### src/hdl/lane_mgr_cfg.svh
`ifndef LANE_MGR_CFG_SVH
`define LANE_MGR_CFG_SVH

// Link size
`define LM_NUM_LANES            8

// Retry limits per lane
`define LM_MAX_TRAIN_ATTEMPTS   8'd10
`define LM_MAX_REPAIR_ATTEMPTS  8'd5

// Margin over quality threshold to leave marginal
`define LM_MARGINAL_HYSTERESIS  8'd20

// Temperatures in degrees
`define LM_TEMP_CRITICAL        8'd110
`define LM_TEMP_NORMAL          8'd85

// Signal quality breakpoints
`define LM_QUAL_EXCELLENT       8'd200
`define LM_QUAL_LOW_ERRORS      16'd10
`define LM_QUAL_GOOD            8'd150

// Quality score codes
`define LM_GRADE_EXCELLENT      8'hFF
`define LM_GRADE_GOOD           8'hC0
`define LM_GRADE_OK             8'h80
`define LM_GRADE_POOR           8'h40

// Statistics counter width
`define LM_CNT_W                16

`endif

### src/hdl/lane_mgr_pkg.sv
package lane_mgr_pkg;

    typedef enum logic [2:0] {
        LANE_DISABLED    = 3'd0,
        LANE_TRAINING    = 3'd1,
        LANE_ACTIVE      = 3'd2,
        LANE_ERROR       = 3'd3,
        LANE_REPAIR      = 3'd4,
        LANE_MARGINAL    = 3'd5,
        LANE_THERMAL_OFF = 3'd6
    } lane_state_t;

    // Degrees
    typedef logic [7:0] temperature_t;

    // Per-lane status reported by the PHY
    typedef struct packed {
        logic         ready;
        logic         error;
        logic         trained;
        logic         throttle;
        logic [7:0]   signal_quality;
        logic [15:0]  error_count;
        temperature_t temperature;
    } phy_lane_status_t;

    // Link-wide settings
    typedef struct packed {
        logic         repair_enable;
        logic [7:0]   repair_threshold_errors;
        logic [15:0]  repair_timeout_cycles;
        logic [7:0]   quality_threshold;
    } lane_policy_t;

    typedef struct packed {
        logic         lane_enable;
        logic         lane_reset;
        logic         repair_active;
        logic         repaired;
        logic         degraded;
        logic         marginal;
        logic         thermal_disable;
        logic [7:0]   quality_score;
    } lane_ctrl_t;

    // Single-cycle pulses, high in the first cycle of a new state
    typedef struct packed {
        logic         changed;
        logic         entered_training;
        logic         trained_ok;
        logic         entered_repair;
    } lane_event_t;

endpackage

### src/hdl/lane_fsm.sv
`include "lane_mgr_cfg.svh"

module lane_fsm #(
    parameter int LANE_ID = 0
) (
    input  logic                           clk,
    input  logic                           rst_n,
    input  logic                           lane_mgmt_enable,
    input  logic [7:0]                     target_lane_count,
    input  lane_mgr_pkg::phy_lane_status_t status,
    input  lane_mgr_pkg::lane_policy_t     policy,
    output lane_mgr_pkg::lane_ctrl_t       ctrl,
    output lane_mgr_pkg::lane_state_t      state,
    output lane_mgr_pkg::lane_event_t      lane_event
);

    import lane_mgr_pkg::*;

    lane_state_t state_nxt;
    logic [7:0]  train_cnt;
    logic [7:0]  repair_cnt;
    logic [15:0] repair_timer;
    logic        repaired;
    logic [7:0]  grade;
    logic [7:0]  grade_nxt;
    logic [8:0]  recover_level;
    logic        over_errors;
    logic        enter_training;
    logic        enter_repair;
    logic        repair_done;

    assign over_errors   = status.error_count > {8'd0, policy.repair_threshold_errors};
    assign recover_level = {1'b0, policy.quality_threshold} + {1'b0, `LM_MARGINAL_HYSTERESIS};

    always_comb begin
        state_nxt = state;
        case (state)
            LANE_DISABLED: begin
                if (8'(LANE_ID) < target_lane_count) begin
                    state_nxt = LANE_TRAINING;
                end
            end
            LANE_TRAINING: begin
                // Give up after too many training entries
                if (train_cnt > `LM_MAX_TRAIN_ATTEMPTS) begin
                    state_nxt = LANE_ERROR;
                end else if (status.trained && status.ready) begin
                    state_nxt = LANE_ACTIVE;
                end else if (status.error) begin
                    state_nxt = LANE_ERROR;
                end
            end
            LANE_ACTIVE: begin
                if (status.error) begin
                    state_nxt = LANE_ERROR;
                end else if (status.throttle || (status.temperature > `LM_TEMP_CRITICAL)) begin
                    state_nxt = LANE_THERMAL_OFF;
                end else if (status.signal_quality < policy.quality_threshold) begin
                    state_nxt = LANE_MARGINAL;
                end else if (over_errors) begin
                    state_nxt = policy.repair_enable ? LANE_REPAIR : LANE_ERROR;
                end
            end
            LANE_ERROR: begin
                if (policy.repair_enable && (repair_cnt < `LM_MAX_REPAIR_ATTEMPTS)) begin
                    state_nxt = LANE_REPAIR;
                end else begin
                    state_nxt = LANE_DISABLED;
                end
            end
            LANE_REPAIR: begin
                if (repair_timer == '0) begin
                    state_nxt = (status.ready && !status.error) ? LANE_TRAINING : LANE_ERROR;
                end
            end
            LANE_MARGINAL: begin
                if ({1'b0, status.signal_quality} > recover_level) begin
                    state_nxt = LANE_ACTIVE;
                end else if (status.error || over_errors) begin
                    state_nxt = LANE_ERROR;
                end
            end
            LANE_THERMAL_OFF: begin
                if (!status.throttle && (status.temperature < `LM_TEMP_NORMAL)) begin
                    state_nxt = LANE_TRAINING;
                end
            end
            default: begin
                state_nxt = LANE_DISABLED;
            end
        endcase
    end

    assign enter_training = (state_nxt == LANE_TRAINING) && (state != LANE_TRAINING);
    assign enter_repair   = (state_nxt == LANE_REPAIR) && (state != LANE_REPAIR);
    assign repair_done    = (state == LANE_REPAIR) && (repair_timer == '0);

    // Quality grade from the PHY quality and error count
    always_comb begin
        if ((status.signal_quality > `LM_QUAL_EXCELLENT) &&
            (status.error_count < `LM_QUAL_LOW_ERRORS)) begin
            grade_nxt = `LM_GRADE_EXCELLENT;
        end else if (status.signal_quality > `LM_QUAL_GOOD) begin
            grade_nxt = `LM_GRADE_GOOD;
        end else if (status.signal_quality > policy.quality_threshold) begin
            grade_nxt = `LM_GRADE_OK;
        end else begin
            grade_nxt = `LM_GRADE_POOR;
        end
    end

    always_ff @(posedge clk or negedge rst_n) begin
        if (!rst_n) begin
            state        <= LANE_DISABLED;
            lane_event   <= '0;
            train_cnt    <= '0;
            repair_cnt   <= '0;
            repair_timer <= '0;
            repaired     <= 1'b0;
            grade        <= `LM_GRADE_OK;
        end else if (lane_mgmt_enable) begin
            state                       <= state_nxt;
            lane_event.changed          <= state_nxt != state;
            lane_event.entered_training <= enter_training;
            lane_event.trained_ok       <= (state == LANE_TRAINING) && (state_nxt == LANE_ACTIVE);
            lane_event.entered_repair   <= enter_repair;
            grade                       <= grade_nxt;

            // Saturate so a stuck lane stays failed
            if (enter_training && (train_cnt != 8'hFF)) begin
                train_cnt <= train_cnt + 8'd1;
            end
            if (enter_repair && (repair_cnt != 8'hFF)) begin
                repair_cnt <= repair_cnt + 8'd1;
            end

            if (enter_repair) begin
                repair_timer <= policy.repair_timeout_cycles;
            end else if ((state == LANE_REPAIR) && (repair_timer != '0)) begin
                repair_timer <= repair_timer - 16'd1;
            end

            if (repair_done) begin
                repaired <= state_nxt == LANE_TRAINING;
            end
        end else begin
            lane_event <= '0;
        end
    end

    always_comb begin
        ctrl.lane_enable     = (state == LANE_TRAINING) || (state == LANE_ACTIVE) ||
                               (state == LANE_REPAIR) || (state == LANE_MARGINAL);
        ctrl.lane_reset      = (state == LANE_REPAIR) || lane_event.entered_training;
        ctrl.repair_active   = state == LANE_REPAIR;
        ctrl.repaired        = repaired;
        ctrl.degraded        = (state == LANE_ERROR) || (state == LANE_MARGINAL);
        ctrl.marginal        = state == LANE_MARGINAL;
        ctrl.thermal_disable = state == LANE_THERMAL_OFF;
        ctrl.quality_score   = grade;
    end

endmodule

### src/hdl/lane_stats.sv
`include "lane_mgr_cfg.svh"

module lane_stats (
    input  logic                                          clk,
    input  logic                                          rst_n,
    input  lane_mgr_pkg::lane_event_t [`LM_NUM_LANES-1:0] lane_event,
    output logic [`LM_CNT_W-1:0]                          lane_transition_count,
    output logic [`LM_CNT_W-1:0]                          training_attempt_count,
    output logic [`LM_CNT_W-1:0]                          training_success_count,
    output logic [`LM_CNT_W-1:0]                          repair_operation_count,
    output logic [7:0]                                    training_success_rate
);

    // Room for success count times 100
    localparam int RATE_W = `LM_CNT_W + 7;

    logic [`LM_CNT_W-1:0] transition_inc;
    logic [`LM_CNT_W-1:0] attempt_inc;
    logic [`LM_CNT_W-1:0] success_inc;
    logic [`LM_CNT_W-1:0] repair_inc;
    logic [RATE_W-1:0]    success_scaled;
    logic [RATE_W-1:0]    rate_full;

    // Number of lanes raising each pulse this cycle
    always_comb begin
        transition_inc = '0;
        attempt_inc    = '0;
        success_inc    = '0;
        repair_inc     = '0;
        for (int i = 0; i < `LM_NUM_LANES; i++) begin
            transition_inc = transition_inc + `LM_CNT_W'(lane_event[i].changed);
            attempt_inc    = attempt_inc + `LM_CNT_W'(lane_event[i].entered_training);
            success_inc    = success_inc + `LM_CNT_W'(lane_event[i].trained_ok);
            repair_inc     = repair_inc + `LM_CNT_W'(lane_event[i].entered_repair);
        end
    end

    always_ff @(posedge clk or negedge rst_n) begin
        if (!rst_n) begin
            lane_transition_count  <= '0;
            training_attempt_count <= '0;
            training_success_count <= '0;
            repair_operation_count <= '0;
        end else begin
            lane_transition_count  <= lane_transition_count + transition_inc;
            training_attempt_count <= training_attempt_count + attempt_inc;
            training_success_count <= training_success_count + success_inc;
            repair_operation_count <= repair_operation_count + repair_inc;
        end
    end

    assign success_scaled = RATE_W'(training_success_count) * RATE_W'(100);

    // Percentage, truncated
    always_comb begin
        if (training_attempt_count == '0) begin
            rate_full = '0;
        end else begin
            rate_full = success_scaled / RATE_W'(training_attempt_count);
        end
    end

    assign training_success_rate = rate_full[7:0];

endmodule

### src/hdl/link_health.sv
`include "lane_mgr_cfg.svh"

module link_health (
    input  lane_mgr_pkg::lane_state_t [`LM_NUM_LANES-1:0] state,
    input  logic [7:0]                                    target_lane_count,
    input  logic [7:0]                                    min_lane_count,
    output logic [7:0]                                    active_lane_count,
    output logic [7:0]                                    failed_lane_count,
    output logic                                          link_degradation_alarm
);

    import lane_mgr_pkg::*;

    logic [7:0] active_sum;
    logic [7:0] failed_sum;
    logic [7:0] failed_limit;

    always_comb begin
        active_sum = '0;
        failed_sum = '0;
        for (int i = 0; i < `LM_NUM_LANES; i++) begin
            if (state[i] == LANE_ACTIVE) begin
                active_sum = active_sum + 8'd1;
            end
            // Disabled lanes count as lost bandwidth too
            if ((state[i] == LANE_ERROR) || (state[i] == LANE_DISABLED)) begin
                failed_sum = failed_sum + 8'd1;
            end
        end
    end

    // A quarter of the target, rounded down
    assign failed_limit = target_lane_count >> 2;

    assign active_lane_count      = active_sum;
    assign failed_lane_count      = failed_sum;
    assign link_degradation_alarm = (active_sum < min_lane_count) ||
                                    (failed_sum > failed_limit);

endmodule

### src/hdl/lane_manager.sv
`include "lane_mgr_cfg.svh"

module lane_manager (
    input  logic                                               clk,
    input  logic                                               rst_n,
    input  logic                                               lane_mgmt_enable,
    input  logic [7:0]                                         target_lane_count,
    input  logic [7:0]                                         min_lane_count,
    input  lane_mgr_pkg::phy_lane_status_t [`LM_NUM_LANES-1:0] phy_status,
    input  lane_mgr_pkg::lane_policy_t                         policy,
    output lane_mgr_pkg::lane_ctrl_t [`LM_NUM_LANES-1:0]       lane_ctrl,
    output logic [7:0]                                         active_lane_count,
    output logic [7:0]                                         failed_lane_count,
    output logic                                               link_degradation_alarm,
    output logic [`LM_CNT_W-1:0]                               lane_transition_count,
    output logic [`LM_CNT_W-1:0]                               training_attempt_count,
    output logic [`LM_CNT_W-1:0]                               training_success_count,
    output logic [`LM_CNT_W-1:0]                               repair_operation_count,
    output logic [7:0]                                         training_success_rate
);

    import lane_mgr_pkg::*;

    lane_state_t [`LM_NUM_LANES-1:0] lane_state;
    lane_event_t [`LM_NUM_LANES-1:0] lane_event;

    // One state machine per physical lane
    for (genvar i = 0; i < `LM_NUM_LANES; i++) begin : gen_lane
        lane_fsm #(
            .LANE_ID (i)
        ) lane_fsm_i (
            .clk               (clk),
            .rst_n             (rst_n),
            .lane_mgmt_enable  (lane_mgmt_enable),
            .target_lane_count (target_lane_count),
            .status            (phy_status[i]),
            .policy            (policy),
            .ctrl              (lane_ctrl[i]),
            .state             (lane_state[i]),
            .lane_event        (lane_event[i])
        );
    end

    lane_stats lane_stats_i (
        .clk                    (clk),
        .rst_n                  (rst_n),
        .lane_event             (lane_event),
        .lane_transition_count  (lane_transition_count),
        .training_attempt_count (training_attempt_count),
        .training_success_count (training_success_count),
        .repair_operation_count (repair_operation_count),
        .training_success_rate  (training_success_rate)
    );

    link_health link_health_i (
        .state                  (lane_state),
        .target_lane_count      (target_lane_count),
        .min_lane_count         (min_lane_count),
        .active_lane_count      (active_lane_count),
        .failed_lane_count      (failed_lane_count),
        .link_degradation_alarm (link_degradation_alarm)
    );

endmodule

### config.mk
export PLATFORM = sky130hd
export DESIGN_NAME = lane_manager
export DESIGN_NICKNAME = d
export VERILOG_FILES = /design/src/hdl/lane_mgr_pkg.sv /design/src/hdl/lane_fsm.sv /design/src/hdl/lane_stats.sv /design/src/hdl/link_health.sv /design/src/hdl/lane_manager.sv
export VERILOG_INCLUDE_DIRS = /design/src /design/src/hdl
export SDC_FILE = /design/constraint.sdc
export NUM_CORES = 2
export LEC_CHECK = 0
export CAP_MARGIN = 20
export CORE_ASPECT_RATIO = 0.75
export CORE_MARGIN = 5
export CORE_UTILIZATION = 40
export CTS_CLUSTER_SIZE = 28
export DETAILED_ROUTE_END_ITERATION = 7
export DONT_BUFFER_PORTS = 1
export GPL_TIMING_DRIVEN = 0
export HOLD_SLACK_MARGIN = 0.15
export PLACE_DENSITY = 0.63
export SLEW_MARGIN = 20
export SYNTH_ARGS = -nofsm -noshare
export SYNTH_HDL_FRONTEND = slang
export SYNTH_SLANG_ARGS = --single-unit
### constraint.sdc
create_clock -name clk -period 115.8 [get_ports clk]
set_input_delay 23.16 -clock clk [delete_from_list [all_inputs] [get_ports clk]]
set_output_delay 23.16 -clock clk [all_outputs]
set_load 0.03 [all_outputs]
==> summary by stage <==
Worst setup path
The data required time of the critical path is about 90 ns. Among the stages of the critical path, the cell type that occurs most often is o21a_1. In this run the worst path has a maximum fanout of 10.

The type of the worst setup path is reg2out. The critical path arrival is 72.59 ns. In this design, the stage delay of the slowest critical-path cell is 0.88 ns. The reg2reg setup slack is 110.09 ns. The worst setup path is captured at a primary output. The startpoint class of the critical path is a flip-flop.

The worst-path cell with the longest stage delay is a41oi_1.

Clock network
The H-tree depth reported by CTS is 2. The number of buffers created by CTS is 50. The clock tree from TritonCTS is built. The hold buffer count at CTS is 0. The insertion delay to the later sink of the worst-skew pair is 0.64 ns. The root buffer cell chosen for the clock tree is clkbuf_16. The clock drives 408 sinks.

The number of gates resized after cts is 0. Counting along the longest clock path gives a buffer depth of 3. Once the clock tree was built, the setup fixing pass inserted 0 buffers.

The clock-pin slew on the worst setup and hold paths is ~0.060 ns.

Global routing
The met2 track demand over resource is 38.0%. The via count of the first global-routing pass is slightly below 40000. Global routing consumed, over all layers together, between 20% and 30% of the routing resources. The first global-routing pass estimated 242000 um of wire. In this run the most used layer during global routing was met2. Global routing consumed, on the met3 layer, 6.78% of the routing resources. The pin count of the biggest net entering global routing is 409. The number of antenna violations at the first check in global routing is 9.

Global routing finished with a remaining overflow of 0. The met1 track demand over resource is 37.0%.

Routing
The number of iterations in the first detailed-routing pass is 8. The via density per instance is approximately 6.0. The remaining design rule violation count is 0.

The count of antenna-violating nets left after detailed routing is 0. The total number of vias is 42833. For this block, the initial DRC count from the detailed router was 4174. After detailed routing, the average wire length per cell comes to around 23 um. The final wirelength is 162000 um.

Timing
The number of endpoints with negative hold slack in the final report is 0. For the pin with the worst max-slew slack, the measured transition is 1.88 ns. Setup repair after global routing left no endpoint under its margin. Clock skew on the completed layout was measured at between 0.02 and 0.03 ns. The number of setup violations in the final report is 0. The worst path needs 95.75 ns of the cycle, external delays included.

The max-slew violation count came to 221. Static timing analysis puts the maximum clock frequency at 10.4 MHz. For the final routed database, the setup TNS stands at 0 ns. Of the available clock period, the critical path in the final layout requires 82.7%. Measured against its own limit, the worst slew margin works out to -25.2%.

Die
The floorplan has 106 rows. The core region is approximately 110000 um2. The die span in y is roughly 300 um. 549 I/O pins were placed. The die covers ~120000 um2.

The initial cell density of the core is 40.2%. In this run the horizontal extent of the chip is 396 um.

Yosys
The synthesized design contains 408 register bits. The synthesis warning total is 0. Yosys mapped the design onto 100 distinct sky130hd cell types.

In the synthesized netlist the async set-or-reset flop fraction comes to 100%. Sequential elements use 22.9% of the synthesized area. In the synthesized netlist, the number of instances is about 5600. The number of flops mapped to enable cells by yosys is 0. Ranked by total cell area, the synthesized netlist is headed by dfrtp_1 22%, ha_1 17%, o21ai_0 5.0%. For this run, the leading register cell type out of synthesis is dfrtp_1.

The synthesized design devotes to its leading area cell type approximately 22% of total area. The cell type contributing the most total cell area after synthesis is dfrtp_1. After synthesis, the mean cell area works out to 7.96 um2. The synthesized netlist occupies a cell area of 44600 um2.

Flow run
The number of maximum-capacitance violations is 0.

Layout
Relative to the synthesized area, the layout overhead comes to 8.25%. The most frequent standard cell in the layout excluding fill and tap cells is ha_1. Of the cells placed in the final design, the portion with a size suffix greater than 1 is 5.79%. The layout filler cell count is 11176. After the last flow step, the layout net total stands at 6640. For this run, the number of standard cells in the final layout without fillers is 7180. The library cells used most frequently in the layout, excluding fill and tap cells, are 595 x ha_1, 541 x nor2_1, 433 x o21ai_0, 424 x nand2_1, 400 x dfrtp_1.

Placed design
The congestion estimate from routability-driven global placement came to 0.976. The number of I/O port buffers is 0. The HPWL after detailed placement is 128000 um. The cell count after placement is 7081.

Outcome
The flow ran to the end, but the final reports show violations. The final reports fail on slew limit.

Min path
The class of the worst hold path is reg2reg.
==> area by class of cell <==
type	count	area, um2	share of cell area [%]
inverters	353	1330	2.74
repair buffers	8	63.8	0.132
plain buffers	216	1040	2.16
clock inverters	19	256	0.531
diodes	5	12.5	0.0259
flip-flops and latches	408	10200	21.1
clock buffers	73	1430	2.96
well taps	1458	1820	3.78
multi-input cells	4640	32100	66.5
==> state kept, by name, summed over array words and instances, names as in the netlist <==
signal and cells:
lane_stats_i.repair_operation_count 16, gen_lane.lane_fsm_i.repair_cnt 64, gen_lane.lane_fsm_i.repaired 8, gen_lane.lane_fsm_i.lane_event 32, gen_lane.lane_fsm_i.repair_timer 128, gen_lane.lane_fsm_i.grade 24, gen_lane.lane_fsm_i.state 24, lane_stats_i.training_success_count 16
lane_stats_i.training_attempt_count 16, gen_lane.lane_fsm_i.train_cnt 64, lane_stats_i.lane_transition_count 16
==> cells by family after synthesis <==
group / count (synthesis) / synth area share (%)
compound gates: 1553 / 22.1
xor+xnor: 333 / 6.53
fa+ha+maj: 623 / 17.9
buf+inv: 569 / 5.28
flops: 408 / 22.9
mux: 113 / 2.82
other cells: 1 / 0.00840
simple gates: 2008 / 22.4
==> layer usage <==
layer | part of all wire (%) | vias up
met3 | 9.6 | 284
li1 | - | 20460
met4 | 3.9 | 8
met1 | 45 | 20337
met2 | 41 | 1744
met5 | 0.031 | -
==> metrics by stage <==
step	hold WS, ns	util [%]	worst slack, ns	cell area, um2
CTS	0.482	43.4	21.33	48300
finish	0.477	43.5	20.05	48300
detailed placement	0.469	41.9	22.35	46600
global placement	0.469	41.8	23.05	46500
floorplan	0.445	-	36.04	44700
global route	0.501	43.5	14.52	48300
==> path summary, 6_finish.rpt <==
| path | from | endpoint | cells after the start |
|---|---|---|---|
| worst max-delay path | lane_stats_i.training_success_count[2]$_DFF_PN0_ | training_success_rate[0] | 271 |
| min in group asynchronous | rst_n | lane_stats_i.lane_transition_count[14]$_DFF_PN0_ | 0 |
| max in group asynchronous | rst_n | gen_lane[3].lane_fsm_i.grade[5]$_DFFE_PN0P_ | 0 |
| worst max register to register | gen_lane[4].lane_fsm_i.repair_timer[3]$_DFFE_PN0P_ | gen_lane[4].lane_fsm_i.train_cnt[7]$_DFFE_PN0P_ | 17 |
| worst min register to register | gen_lane[3].lane_fsm_i.lane_event[3]$_DFF_PN0_ | lane_stats_i.lane_transition_count[0]$_DFF_PN0_ | 1 |
| worst min-delay path | gen_lane[3].lane_fsm_i.lane_event[3]$_DFF_PN0_ | lane_stats_i.lane_transition_count[0]$_DFF_PN0_ | 1 |
==> worst max-delay path: cells and delay by family, from the launching register on <==
kind | cells | cell delay [ns]
AO/OA/AOI/OAI | 159 | 39.69
AND/OR/NAND/NOR | 52 | 11.06
buffers and inverters | 25 | 9.34
adder cells (fa/ha/maj) | 27 | 8.40
multiplexers | 8 | 2.55
flip-flops | 1 | 0.75
==> cell usage after synthesis, types with 66 or more instances <==
cell type	count
a21o_1	70
a21oi_1	375
clkbuf_1	142
dfrtp_1	400
ha_1	595
inv_1	350
mux2_2	71
nand2_1	424
nand2b_1	102
nand3_1	134
nand4_1	101
nor2_1	541
nor2b_1	108
nor3_1	232
o21a_1	165
o21ai_0	442
or3_1	66
xnor2_1	214
xor2_1	119
Power is left out: the tool's default activity adds up to more than one toggle a clock period on the data nets, which glitch-free logic cannot reach.
